<file path="config.mk">
export PLATFORM = sky130hd
export DESIGN_NAME = epd_ctrl_top
export DESIGN_NICKNAME = d
export VERILOG_FILES = /design/src/common/csr_pkg.sv /design/src/common/video_pkg.sv /design/src/csr/csr_regs.sv /design/src/logic/epd_ctrl_top.sv /design/src/logic/frame_timing.sv /design/src/spi/spi_target.sv
export SDC_FILE = /design/constraint.sdc
export NUM_CORES = 1
export LEC_CHECK = 0
export ABC_AREA = 1
export BUFFER_PORTS_ARGS = -buffer_cell sky130_fd_sc_hd__buf_2
export CAP_MARGIN = 0
export CORE_UTILIZATION = 55
export CTS_CLUSTER_DIAMETER = 120
export DETAILED_ROUTE_END_ITERATION = 16
export GPL_TIMING_DRIVEN = 1
export PLACE_DENSITY = 0.76
export SKIP_CTS_REPAIR_TIMING = 1
export SYNTH_ARGS = -nofsm -noshare
export SYNTH_HDL_FRONTEND = slang
export SYNTH_HIERARCHICAL = 1
export SYNTH_SLANG_ARGS = --single-unit
</file>
<file path="constraint.sdc">
create_clock -name clk -period 4.53 [get_ports clk]
set_clock_uncertainty 0.15 [all_clocks]
set_input_delay 0.906 -clock clk [delete_from_list [all_inputs] [get_ports clk]]
set_output_delay 0.906 -clock clk [all_outputs]
set_load 0.005 [all_outputs]
</file>
<file path="src/common/csr_pkg.sv">
package csr_pkg;

    // Register address map
    localparam logic [7:0] addr_lut_frame     = 8'h00;
    localparam logic [7:0] addr_lut_addr_hi   = 8'h01;
    localparam logic [7:0] addr_lut_addr_lo   = 8'h02;
    localparam logic [7:0] addr_lut_wr        = 8'h03;
    // Operation command sits below the rectangle so bursts over the fields run straight
    localparam logic [7:0] addr_op_cmd        = 8'h04;
    localparam logic [7:0] addr_op_left_hi    = 8'h05;
    localparam logic [7:0] addr_op_left_lo    = 8'h06;
    localparam logic [7:0] addr_op_right_hi   = 8'h07;
    localparam logic [7:0] addr_op_right_lo   = 8'h08;
    localparam logic [7:0] addr_op_top_hi     = 8'h09;
    localparam logic [7:0] addr_op_top_lo     = 8'h0a;
    localparam logic [7:0] addr_op_bottom_hi  = 8'h0b;
    localparam logic [7:0] addr_op_bottom_lo  = 8'h0c;
    localparam logic [7:0] addr_op_param      = 8'h0d;
    localparam logic [7:0] addr_op_length     = 8'h0e;
    localparam logic [7:0] addr_enable        = 8'h0f;
    localparam logic [7:0] addr_cfg_vfp       = 8'h10;
    localparam logic [7:0] addr_cfg_vsync     = 8'h11;
    localparam logic [7:0] addr_cfg_vbp       = 8'h12;
    localparam logic [7:0] addr_cfg_vact_hi   = 8'h13;
    localparam logic [7:0] addr_cfg_vact_lo   = 8'h14;
    localparam logic [7:0] addr_cfg_hfp       = 8'h15;
    localparam logic [7:0] addr_cfg_hsync     = 8'h16;
    localparam logic [7:0] addr_cfg_hbp       = 8'h17;
    localparam logic [7:0] addr_cfg_hact_hi   = 8'h18;
    localparam logic [7:0] addr_cfg_hact_lo   = 8'h19;
    localparam logic [7:0] addr_cfg_fbytes_b2 = 8'h1a;
    localparam logic [7:0] addr_cfg_fbytes_b1 = 8'h1b;
    localparam logic [7:0] addr_cfg_fbytes_b0 = 8'h1c;
    localparam logic [7:0] addr_cfg_dfrc      = 8'h1d;
    localparam logic [7:0] addr_status        = 8'h1e;

    // Frame index of the default waveform
    localparam logic [5:0] lut_frame_reset = 6'd38;

    typedef struct packed {
        logic [7:0] addr;
        logic [7:0] wdata;
        logic       wen;
        logic       ren;
    } csr_req_t;

    typedef struct packed {
        logic [5:0]  frame;
        logic [11:0] addr;
        logic [7:0]  data;
        logic        we;
    } lut_wr_t;

    typedef struct packed {
        logic [11:0] left;
        logic [11:0] right;
        logic [11:0] top;
        logic [11:0] bottom;
        logic [7:0]  param;
        logic [7:0]  length;
        logic [7:0]  cmd;
        logic        valid;
    } op_req_t;

    typedef struct packed {
        logic mig_error;
        logic mif_error;
        logic sys_ready;
        logic op_busy;
        logic op_queue;
    } sys_status_t;

endpackage

</file>
<file path="src/common/video_pkg.sv">
package video_pkg;

    localparam int porch_w  = 8;
    localparam int act_w    = 12;
    localparam int fbytes_w = 24;
    localparam int dfrc_w   = 2;

    // Counter width covering three porches plus the active span
    localparam int count_w = act_w + 2;

    typedef struct packed {
        logic [porch_w-1:0]  vfp;
        logic [porch_w-1:0]  vsync;
        logic [porch_w-1:0]  vbp;
        logic [act_w-1:0]    vact;
        logic [porch_w-1:0]  hfp;
        logic [porch_w-1:0]  hsync;
        logic [porch_w-1:0]  hbp;
        logic [act_w-1:0]    hact;
        logic [fbytes_w-1:0] fbytes;
        logic [dfrc_w-1:0]   dfrc;
    } timing_cfg_t;

    typedef struct packed {
        logic hsync;
        logic vsync;
        logic de;
    } video_sync_t;

    // Panel of 1600 x 1200 pixels at four pixels per clock
    localparam timing_cfg_t timing_default = '{
        vfp:    8'd12,
        vsync:  8'd1,
        vbp:    8'd2,
        vact:   12'd1200,
        hfp:    8'd2,
        hsync:  8'd1,
        hbp:    8'd2,
        hact:   12'd400,
        fbytes: 24'd480000,
        dfrc:   2'd0
    };

endpackage

</file>
<file path="src/csr/csr_regs.sv">
`timescale 1ns/1ns

module csr_regs #(
    parameter bit       self_boot      = 1'b0,
    parameter bit [5:0] lut_frame_init = csr_pkg::lut_frame_reset
) (
    input  logic                    clk,
    input  logic                    rst,
    input  csr_pkg::csr_req_t       csr_req,
    input  csr_pkg::sys_status_t    status,
    output logic [7:0]              rdata,
    output csr_pkg::lut_wr_t        lut_wr,
    output csr_pkg::op_req_t        op_req,
    output video_pkg::timing_cfg_t  timing_cfg,
    output logic                    en
);

    logic [5:0]  lut_frame;
    logic [11:0] lut_addr;
    logic [7:0]  lut_data;
    logic        lut_we;
    logic [11:0] op_left;
    logic [11:0] op_right;
    logic [11:0] op_top;
    logic [11:0] op_bottom;
    logic [7:0]  op_param;
    logic [7:0]  op_length;
    logic [7:0]  op_cmd;
    logic        op_valid;
    logic [7:0]  wd;

    assign wd = csr_req.wdata;

    // Control and timing configuration
    always_ff @(posedge clk or posedge rst) begin
        if (rst) begin
            lut_frame  <= lut_frame_init;
            lut_we     <= 1'b0;
            op_valid   <= 1'b0;
            en         <= self_boot;
            timing_cfg <= self_boot ? video_pkg::timing_default : '0;
        end else begin
            lut_we   <= csr_req.wen && (csr_req.addr == csr_pkg::addr_lut_wr);
            op_valid <= csr_req.wen && (csr_req.addr == csr_pkg::addr_op_cmd);
            if (csr_req.wen) begin
                case (csr_req.addr)
                    csr_pkg::addr_lut_frame:     lut_frame <= wd[5:0];
                    csr_pkg::addr_enable:        en <= wd[0];
                    csr_pkg::addr_cfg_vfp:       timing_cfg.vfp <= wd;
                    csr_pkg::addr_cfg_vsync:     timing_cfg.vsync <= wd;
                    csr_pkg::addr_cfg_vbp:       timing_cfg.vbp <= wd;
                    csr_pkg::addr_cfg_vact_hi:   timing_cfg.vact[11:8] <= wd[3:0];
                    csr_pkg::addr_cfg_vact_lo:   timing_cfg.vact[7:0] <= wd;
                    csr_pkg::addr_cfg_hfp:       timing_cfg.hfp <= wd;
                    csr_pkg::addr_cfg_hsync:     timing_cfg.hsync <= wd;
                    csr_pkg::addr_cfg_hbp:       timing_cfg.hbp <= wd;
                    csr_pkg::addr_cfg_hact_hi:   timing_cfg.hact[11:8] <= wd[3:0];
                    csr_pkg::addr_cfg_hact_lo:   timing_cfg.hact[7:0] <= wd;
                    csr_pkg::addr_cfg_fbytes_b2: timing_cfg.fbytes[23:16] <= wd;
                    csr_pkg::addr_cfg_fbytes_b1: timing_cfg.fbytes[15:8] <= wd;
                    csr_pkg::addr_cfg_fbytes_b0: timing_cfg.fbytes[7:0] <= wd;
                    csr_pkg::addr_cfg_dfrc:      timing_cfg.dfrc <= wd[1:0];
                    default: ;
                endcase
            end
        end
    end

    // LUT and operation payload fields
    always_ff @(posedge clk) begin
        if (csr_req.wen) begin
            case (csr_req.addr)
                csr_pkg::addr_lut_addr_hi:  lut_addr[11:8] <= wd[3:0];
                csr_pkg::addr_lut_addr_lo:  lut_addr[7:0] <= wd;
                csr_pkg::addr_lut_wr:       lut_data <= wd;
                csr_pkg::addr_op_left_hi:   op_left[11:8] <= wd[3:0];
                csr_pkg::addr_op_left_lo:   op_left[7:0] <= wd;
                csr_pkg::addr_op_right_hi:  op_right[11:8] <= wd[3:0];
                csr_pkg::addr_op_right_lo:  op_right[7:0] <= wd;
                csr_pkg::addr_op_top_hi:    op_top[11:8] <= wd[3:0];
                csr_pkg::addr_op_top_lo:    op_top[7:0] <= wd;
                csr_pkg::addr_op_bottom_hi: op_bottom[11:8] <= wd[3:0];
                csr_pkg::addr_op_bottom_lo: op_bottom[7:0] <= wd;
                csr_pkg::addr_op_param:     op_param <= wd;
                csr_pkg::addr_op_length:    op_length <= wd;
                csr_pkg::addr_op_cmd:       op_cmd <= wd;
                default: ;
            endcase
        end
    end

    // Strobe and unmapped addresses read back as zero
    always_comb begin
        case (csr_req.addr)
            csr_pkg::addr_lut_frame:     rdata = {2'b00, lut_frame};
            csr_pkg::addr_lut_addr_hi:   rdata = {4'h0, lut_addr[11:8]};
            csr_pkg::addr_lut_addr_lo:   rdata = lut_addr[7:0];
            csr_pkg::addr_op_left_hi:    rdata = {4'h0, op_left[11:8]};
            csr_pkg::addr_op_left_lo:    rdata = op_left[7:0];
            csr_pkg::addr_op_right_hi:   rdata = {4'h0, op_right[11:8]};
            csr_pkg::addr_op_right_lo:   rdata = op_right[7:0];
            csr_pkg::addr_op_top_hi:     rdata = {4'h0, op_top[11:8]};
            csr_pkg::addr_op_top_lo:     rdata = op_top[7:0];
            csr_pkg::addr_op_bottom_hi:  rdata = {4'h0, op_bottom[11:8]};
            csr_pkg::addr_op_bottom_lo:  rdata = op_bottom[7:0];
            csr_pkg::addr_op_param:      rdata = op_param;
            csr_pkg::addr_op_length:     rdata = op_length;
            csr_pkg::addr_enable:        rdata = {7'd0, en};
            csr_pkg::addr_cfg_vfp:       rdata = timing_cfg.vfp;
            csr_pkg::addr_cfg_vsync:     rdata = timing_cfg.vsync;
            csr_pkg::addr_cfg_vbp:       rdata = timing_cfg.vbp;
            csr_pkg::addr_cfg_vact_hi:   rdata = {4'h0, timing_cfg.vact[11:8]};
            csr_pkg::addr_cfg_vact_lo:   rdata = timing_cfg.vact[7:0];
            csr_pkg::addr_cfg_hfp:       rdata = timing_cfg.hfp;
            csr_pkg::addr_cfg_hsync:     rdata = timing_cfg.hsync;
            csr_pkg::addr_cfg_hbp:       rdata = timing_cfg.hbp;
            csr_pkg::addr_cfg_hact_hi:   rdata = {4'h0, timing_cfg.hact[11:8]};
            csr_pkg::addr_cfg_hact_lo:   rdata = timing_cfg.hact[7:0];
            csr_pkg::addr_cfg_fbytes_b2: rdata = timing_cfg.fbytes[23:16];
            csr_pkg::addr_cfg_fbytes_b1: rdata = timing_cfg.fbytes[15:8];
            csr_pkg::addr_cfg_fbytes_b0: rdata = timing_cfg.fbytes[7:0];
            csr_pkg::addr_cfg_dfrc:      rdata = {6'd0, timing_cfg.dfrc};
            csr_pkg::addr_status:        rdata = {status.mig_error, status.mif_error,
                                                  status.sys_ready, status.op_busy,
                                                  status.op_queue, 2'b00, en};
            default:                     rdata = 8'd0;
        endcase
    end

    assign lut_wr = '{frame: lut_frame, addr: lut_addr, data: lut_data, we: lut_we};
    assign op_req = '{left: op_left, right: op_right, top: op_top, bottom: op_bottom,
                      param: op_param, length: op_length, cmd: op_cmd, valid: op_valid};

endmodule

</file>
<file path="src/logic/epd_ctrl_top.sv">
`timescale 1ns/1ns

module epd_ctrl_top #(
    parameter bit       self_boot      = 1'b0,
    parameter bit [5:0] lut_frame_init = csr_pkg::lut_frame_reset
) (
    input  logic                   clk,
    input  logic                   rst,
    input  logic                   spi_cs,
    input  logic                   spi_sck,
    input  logic                   spi_mosi,
    output logic                   spi_miso,
    input  csr_pkg::sys_status_t   status,
    output csr_pkg::lut_wr_t       lut_wr,
    output csr_pkg::op_req_t       op_req,
    output video_pkg::video_sync_t video_sync
);

    csr_pkg::csr_req_t      csr_req;
    logic [7:0]             rdata;
    video_pkg::timing_cfg_t timing_cfg;
    logic                   en;

    spi_target u_spi_target (
        .clk      (clk),
        .rst      (rst),
        .spi_cs   (spi_cs),
        .spi_sck  (spi_sck),
        .spi_mosi (spi_mosi),
        .rdata    (rdata),
        .spi_miso (spi_miso),
        .csr_req  (csr_req)
    );

    csr_regs #(
        .self_boot      (self_boot),
        .lut_frame_init (lut_frame_init)
    ) u_csr_regs (
        .clk        (clk),
        .rst        (rst),
        .csr_req    (csr_req),
        .status     (status),
        .rdata      (rdata),
        .lut_wr     (lut_wr),
        .op_req     (op_req),
        .timing_cfg (timing_cfg),
        .en         (en)
    );

    frame_timing u_frame_timing (
        .clk        (clk),
        .rst        (rst),
        .en         (en),
        .timing_cfg (timing_cfg),
        .video_sync (video_sync)
    );

endmodule

</file>
<file path="src/logic/frame_timing.sv">
`timescale 1ns/1ns

module frame_timing (
    input  logic                   clk,
    input  logic                   rst,
    input  logic                   en,
    input  video_pkg::timing_cfg_t timing_cfg,
    output video_pkg::video_sync_t video_sync
);

    localparam int cw = video_pkg::count_w;

    logic [cw-1:0] h_cnt;
    logic [cw-1:0] v_cnt;
    logic [cw-1:0] hs_end;
    logic [cw-1:0] ha_start;
    logic [cw-1:0] h_total;
    logic [cw-1:0] vs_end;
    logic [cw-1:0] va_start;
    logic [cw-1:0] v_total;
    logic          h_last;
    logic          v_last;

    // Segment boundaries with the front porch first
    assign hs_end   = cw'(timing_cfg.hfp) + cw'(timing_cfg.hsync);
    assign ha_start = hs_end + cw'(timing_cfg.hbp);
    assign h_total  = ha_start + cw'(timing_cfg.hact);
    assign vs_end   = cw'(timing_cfg.vfp) + cw'(timing_cfg.vsync);
    assign va_start = vs_end + cw'(timing_cfg.vbp);
    assign v_total  = va_start + cw'(timing_cfg.vact);

    assign h_last = (h_cnt == h_total - cw'(1));
    assign v_last = (v_cnt == v_total - cw'(1));

    always_ff @(posedge clk or posedge rst) begin
        if (rst) begin
            h_cnt      <= '0;
            v_cnt      <= '0;
            video_sync <= '0;
        end else if (!en) begin
            // Held at the frame start until enabled again
            h_cnt      <= '0;
            v_cnt      <= '0;
            video_sync <= '0;
        end else begin
            if (h_last) begin
                h_cnt <= '0;
                v_cnt <= v_last ? '0 : v_cnt + cw'(1);
            end else begin
                h_cnt <= h_cnt + cw'(1);
            end
            video_sync.hsync <= (h_cnt >= cw'(timing_cfg.hfp)) && (h_cnt < hs_end);
            video_sync.vsync <= (v_cnt >= cw'(timing_cfg.vfp)) && (v_cnt < vs_end);
            video_sync.de    <= (h_cnt >= ha_start) && (h_cnt < h_total)
                                && (v_cnt >= va_start) && (v_cnt < v_total);
        end
    end

endmodule

</file>
<file path="src/spi/spi_target.sv">
`timescale 1ns/1ns

module spi_target (
    input  logic              clk,
    input  logic              rst,
    input  logic              spi_cs,
    input  logic              spi_sck,
    input  logic              spi_mosi,
    input  logic [7:0]        rdata,
    output logic              spi_miso,
    output csr_pkg::csr_req_t csr_req
);

    localparam logic addr_phase = 1'b0;
    localparam logic data_phase = 1'b1;

    logic [1:0] cs_sync;
    logic [1:0] sck_sync;
    logic [1:0] mosi_sync;
    logic       last_sck;
    logic       cs;
    logic       sck_rise;
    logic       sck_fall;
    logic       byte_done;

    logic       phase;
    logic [2:0] bit_cnt;
    logic [6:0] rx;
    logic [7:0] rx_next;
    logic [7:0] tx;
    logic [7:0] addr;
    logic [7:0] wdata;
    logic       wen;
    logic       ren;
    logic       auto_inc;

    // Pins come up at their idle levels with CS and SCK high
    always_ff @(posedge clk or posedge rst) begin
        if (rst) begin
            cs_sync  <= 2'b11;
            sck_sync <= 2'b11;
            last_sck <= 1'b1;
        end else begin
            cs_sync  <= {cs_sync[0], spi_cs};
            sck_sync <= {sck_sync[0], spi_sck};
            last_sck <= sck_sync[1];
        end
    end

    always_ff @(posedge clk) begin
        mosi_sync <= {mosi_sync[0], spi_mosi};
    end

    assign cs        = cs_sync[1];
    assign sck_rise  = !cs && !last_sck && sck_sync[1];
    assign sck_fall  = !cs && last_sck && !sck_sync[1];
    assign rx_next   = {rx, mosi_sync[1]};
    assign byte_done = sck_rise && (bit_cnt == 3'd7);

    // Strobe registers keep the address so a burst repeats the strobe
    assign auto_inc = (addr != csr_pkg::addr_lut_wr) && (addr != csr_pkg::addr_op_cmd);

    always_ff @(posedge clk or posedge rst) begin
        if (rst) begin
            phase    <= addr_phase;
            bit_cnt  <= 3'd0;
            ren      <= 1'b0;
            wen      <= 1'b0;
            tx       <= 8'hff;
            spi_miso <= 1'b1;
        end else begin
            ren <= 1'b0;
            wen <= 1'b0;
            // Read data lands in the shifter one cycle after the request
            if (ren) begin
                tx <= rdata;
            end
            if (cs) begin
                phase    <= addr_phase;
                bit_cnt  <= 3'd0;
                tx       <= 8'hff;
                spi_miso <= 1'b1;
            end else if (sck_rise) begin
                bit_cnt <= bit_cnt + 3'd1;
                if (bit_cnt == 3'd7) begin
                    ren   <= (phase == addr_phase);
                    wen   <= (phase == data_phase);
                    phase <= data_phase;
                end
            end else if (sck_fall) begin
                spi_miso <= tx[7];
                tx       <= {tx[6:0], 1'b0};
            end
        end
    end

    always_ff @(posedge clk) begin
        if (sck_rise) begin
            rx <= rx_next[6:0];
        end
        if (byte_done && phase == data_phase) begin
            wdata <= rx_next;
        end
        if (byte_done && phase == addr_phase) begin
            addr <= rx_next;
        end else if (wen && auto_inc) begin
            addr <= addr + 8'd1;
        end
    end

    assign csr_req = '{addr: addr, wdata: wdata, wen: wen, ren: ren};

endmodule

</file>
[Yosys cells after proc, flatten, opt, wreduce, memory -nomap -nowiden]
Index checks and enable logic that the tools add are counted.
Cells by class
  magnitude comparators: 8
  muxes and demuxes: 27
  reductions and logical operators: 56
  eq/ne operators: 37
  $add $sub $neg: 12
  bitwise operators: 1
Operator list (count)
  8-bit case mux with 29 select lines: 1
  8-bit by 5-bit equality test with 1-bit output (second input constant): 15
  14-bit two-way mux: 5
  8-bit by 4-bit equality test with 1-bit output (second input constant): 8
  2-bit AND reduction: 32
  14-bit < comparator: 4
  8-bit two-way mux: 6
  8-bit by 3-bit equality test with 1-bit output (second input constant): 4
  14-bit by 1-bit adder with 14-bit output (second input constant): 2
  14-bit by 12-bit adder with 14-bit output: 2
  14-bit by 8-bit adder with 14-bit output: 2
  14-bit equality test: 2
  14-bit greater-or-equal comparator: 2
  14-bit by 8-bit greater-or-equal comparator with 1-bit output: 2
  14-bit by 1-bit subtractor with 14-bit output (second input constant): 2
  8-bit by 8-bit adder with 9-bit output: 2
  8-bit by 2-bit equality test with 1-bit output (second input constant): 2
  1-bit logical AND: 16
  1-bit two-way mux: 12
  3-bit two-way mux: 3
  8-bit by 1-bit adder with 8-bit output (second input constant): 1
  8-bit by 1-bit equality test with 1-bit output (second input constant): 1
  8-bit zero test: 1
  8-bit by 2-bit inequality test with 1-bit output (second input constant): 1
  7 further kinds: 13
Word-level totals
  register bits: 275
  input bits: 10
  output and inout bits: 104
  logic and storage cells: 191

[Depth between registers and ports, before layout]
  word-level depth: 8
  depth in mapped cells: 36
  gate-level depth less buffers: 36

[By module]
Netlist, hierarchy kept.
Modules (own cells, without submodules)
  csr_regs: cells each 940, area an instance 8805.9 µm², seq. area each 5444.0 µm², instances 1
  frame_timing: cells each 1236, area an instance 7623.6 µm², seq. area each 775.7 µm², instances 1
  spi_target: cells each 181, area an instance 1935.6 µm², seq. area each 1248.7 µm², instances 1

[Worst setup path after synthesis]
Ideal clock, no wire load.
  path type: reg-to-reg
  start: register, netlist name u_csr_regs/timing_cfg[54]
  end: register u_frame_timing.h_cnt[10]
  stages on the path, launching flop included: 28
  data required time: 4.258 ns
  buffers on the path: 1
  library setup time: 0.122 ns
  period minus slack after synthesis: 4.695 ns
  arrival: 4.423 ns
  slack: -0.165 ns
  path through: dfrtp_1 -> ha_1 -> inv_1 -> fa_1 -> o21ai_0 -> xor2_1 -> inv_1 -> ha_1 -> inv_1 -> o21bai_1 -> a21oi_1 -> o21ai_0 -> xor2_1 -> inv_1 -> ha_1 -> nand2_2 -> inv_1 -> a21oi_1 -> nand3_1 -> nand2_1 -> nand2_1 -> nor3_2 -> nand3_2 -> a21oi_2 -> nand3_4 -> nand2_4 -> buf_8 -> nor2_2
Between the ends
  word-level cells in the longest chain between the ends: 7
RTL lines
  8-bit by 8-bit adder with 9-bit output: line frame_timing.sv:25  | assign hs_end = cw'(timing_cfg.hfp) + cw'(timing_cfg.hsync);
  14-bit by 8-bit adder with 14-bit output: line frame_timing.sv:26  | assign ha_start = hs_end + cw'(timing_cfg.hbp);
  14-bit by 12-bit adder with 14-bit output: line frame_timing.sv:27  | assign h_total = ha_start + cw'(timing_cfg.hact);
  14-bit by 1-bit subtractor with 14-bit output: line frame_timing.sv:32  | assign h_last = (h_cnt == h_total - cw'(1));
  14-bit equality test: line frame_timing.sv:32
  14-bit two-way mux: line frame_timing.sv:46  | if (h_last) begin
  14-bit two-way mux: line frame_timing.sv:40  | end else if (!en) begin
  end signal: assignment: line frame_timing.sv:50  | h_cnt <= h_cnt + cw'(1);
  end: declaration: line frame_timing.sv:13  | logic [cw-1:0] h_cnt;
No other way between the ends.
A chain may end at the register's enable or synchronous reset.

[Worst setup path in the final report]
  start: register, netlist name u_csr_regs/timing_cfg[84]
  end: register u_frame_timing.v_cnt[9]
Between the ends
  word-level cells in the longest chain between the ends: 8
RTL lines
  8-bit by 8-bit adder with 9-bit output: line frame_timing.sv:28  | assign vs_end = cw'(timing_cfg.vfp) + cw'(timing_cfg.vsync);
  14-bit by 8-bit adder with 14-bit output: line frame_timing.sv:29  | assign va_start = vs_end + cw'(timing_cfg.vbp);
  14-bit by 12-bit adder with 14-bit output: line frame_timing.sv:30  | assign v_total = va_start + cw'(timing_cfg.vact);
  14-bit by 1-bit subtractor with 14-bit output: line frame_timing.sv:33  | assign v_last = (v_cnt == v_total - cw'(1));
  14-bit equality test: line frame_timing.sv:33
  14-bit two-way mux: line frame_timing.sv:48  | v_cnt <= v_last ? '0 : v_cnt + cw'(1);
  14-bit two-way mux: line frame_timing.sv:46
  14-bit two-way mux: line frame_timing.sv:40
  end signal: assignment: line frame_timing.sv:48
  end: declaration: line frame_timing.sv:14  | logic [cw-1:0] v_cnt;
No other way between the ends. The select of a mux whose other input is x is not followed.

==> out/qor.yml <==
timing:
  setup_violations: 29
  finalCriticalPeriod_ns: 4.93
  setup_tns_ns: -8.52
  rsz0062_at_grt: "yes"
  drv_slew: 0
  maxSlewHeadroom_pct: 22.6
  hold_viol: 0
  max_slew.worst_pin.slew_ns: 1.16
  setup_ws_ns: -0.405
  fmax_mhz: 203
  whs_ns: 0.207
  fin_crit_sh_pct: 109
setup_path:
  r2r-end: "u_frame_timing/v_cnt[9]"
  crit_type: "reg -> reg"
  worstSetupEndpointType: "flop"
  cp-start-kind: "flop"
  critical_path.top_delay_family: "simple AND/OR/NAND/NOR gates"
  cp_slowest_cell: "dfrtp_1"
  r2r_slack_ns: -0.40
  r2r-start: "u_csr_regs/timing_cfg[84]"
  slowest_delay_ns: 0.40
  cpMostUsedCell: "nand2_1"
  reg2regPathDepth: 29
  crit_buf_inv: 6
  crit_required_ns: 4.81
  arrival_ns: 5.22
  cp_max_fo: 6
worst_hold_path:
  min_from: "u_spi_target/sck_sync[0]"
  holdPathEnd: "u_spi_target/sck_sync[1]"
  hold_class: "reg -> reg"
  min_path_cells: 0
logic_synthesis:
  ys_warn_count: 6
  synth_fp_nets: 2509
  synth_cells: 2356
  syn-cell-area_sq_um: 18400
  synth.avg_cell_area_sq_um: 7.79
die:
  dieWidth_um: 185
  pin_count: 114
  dieArea_sq_um: 34100
  initial_core_util_pct: 56.1
  coreArea_sq_um: 32700
  die_y_um: 185
  rows: 66
place:
  pre_cts_slack_ns: -0.431
  placed_cell_area_sq_um: 20300
  gp_congestion: 0.953
  port_buffers: 113
  placed_cells: 2992
  place_hpwl_mm: 40.3
finish:
  drive_gt1_share_pct: 22.6
  fin_nets: 2743
  area_growth_pct: 20.5
  antennaDiodeCount: 0
  layoutNonFillerInstCount: 3055
  final_area_sq_um: 22100
clocking:
  cts_buffer_depth: 3
  cts-root-buf: "clkbuf_16"
  clkSinkCount: 275
  cts_tree: "done"
  numCtsBuffers: 29
  cts_htree_levels: 1
  clk_pin_slew_ns: 0.06
  insertion_delay_ns: 0.56
power_and_ir_drop:
  intPower_mw: 4.12
  max-vdd-ir-drop_mv: 0.364
  cellLeakagePower_nw: 10.8
  switching_share_pct: 20.7
  combPwrFrac_pct: 1.1
  seqPwrFrac_pct: 50.3
  netSwitchingPower_mw: 1.07
  p_clk_share_pct: 48.5
  power_density_nw_per_um2: 235
drt:
  dr_wl_met3_mm: 4.26
  dr.pass1.iters: 6
  via_count: 17365
  drtIter0Drc: 1720
  wl_met2_mm: 26.7
  drt-met1-wl_mm: 21.2
  drcViolationCount: 0
  highest_layer: "met4"
  wl_mm: 54.8
  viasPerCell: 5.68
  wl_per_cell_um: 17.9
  ant_nets: 0
grt:
  grt_usage_pct: 31.4
  grt_overflow: 0
  grt_start_max_net_pins: 51
  antenna_found_initial: 0
  grt_pass1_vias: 16230
  grt_pass1_wl_mm: 83.9
job:
  cap_violations: 0
run_status:
  violations: "negative setup slack"
  status: "finished with violations"
## metal layers
layer	global-route usage, %	up-vias
met4	13.9	0
met2	53.7	814
met1	39.7	8158
met3	3.89	185
met5	0	-
li1	-	8208
## cell type report
cell class              count  area, sq um
flip-flops and latches    275         7470
well taps                 442          553
clock buffers              42          825
repair buffers            256         1690
inverters                 298         1140
clock inverters            12          185
multi-input cells        1730        10300
fillers                  2595        10600
## layout by cell type, fill, tap and decap left out, types with 18 or more instances in the layout
cell and n:
nand3_2 41, o21ai_0 105, nand2_2 54, nor2_2 39
clkbuf_16 30, ha_4 20, a21oi_2 18, buf_4 139
nor2_1 185, xor2_1 21, a21oi_1 59, ha_1 114
nand3_1 239, nand4_1 31, dfrtp_1 141, nand2_1 625
inv_1 270, o21ai_1 37, nand2_4 18, edfxtp_1 115
inv_2 25, buf_2 113
## how the worst max path moves through the flow
stage	end	start	cells after the start	slack [ns]
after floorplan	u_frame_timing/video_sync[0]	u_csr_regs/timing_cfg[90]	32	0.02
after global placement	u_frame_timing/video_sync[0]	u_csr_regs/timing_cfg[48]	32	-0.37
after detailed placement	u_frame_timing/v_cnt[0]	u_csr_regs/timing_cfg[54]	28	-0.43
after CTS	u_frame_timing/v_cnt[0]	u_csr_regs/timing_cfg[54]	28	-0.47
after global routing	u_frame_timing/video_sync[0]	u_csr_regs/timing_cfg[90]	32	-0.67
final	u_frame_timing/v_cnt[9]	u_csr_regs/timing_cfg[84]	29	-0.40
## state kept, by name, indices dropped and copies added, names as in the netlist, 12 cells and up
register and flops:
u_csr_regs/op_left 12, u_frame_timing/v_cnt 14, u_csr_regs/lut_addr 12, u_csr_regs/op_right 12, u_csr_regs/timing_cfg 98, u_frame_timing/h_cnt 14
u_csr_regs/op_bottom 12, u_csr_regs/op_top 12
## through the flow
stage | total power [mW] | util [%]
6_report | 5.19 | 67.7
5_1_grt | 5.30 | 67.7
4_1_cts | 5.21 | 65.0
3_5_place_dp | 2.72 | 61.9
3_3_place_gp | 2.72 | 61.9
2_1_floorplan | 2.70 | -
## power groups by stage
stage / registers (mW) / logic [mW] / clock network (mW)
3_3_place_gp: 2.66 / 0.0601 / 0
3_5_place_dp: 2.66 / 0.0617 / 0
5_1_grt: 2.61 / 0.0710 / 2.62
4_1_cts: 2.61 / 0.0618 / 2.53
2_1_floorplan: 2.66 / 0.0421 / 0
6_report: 2.61 / 0.0596 / 2.52
No activity file was read; power rests on OpenSTA's default activity.
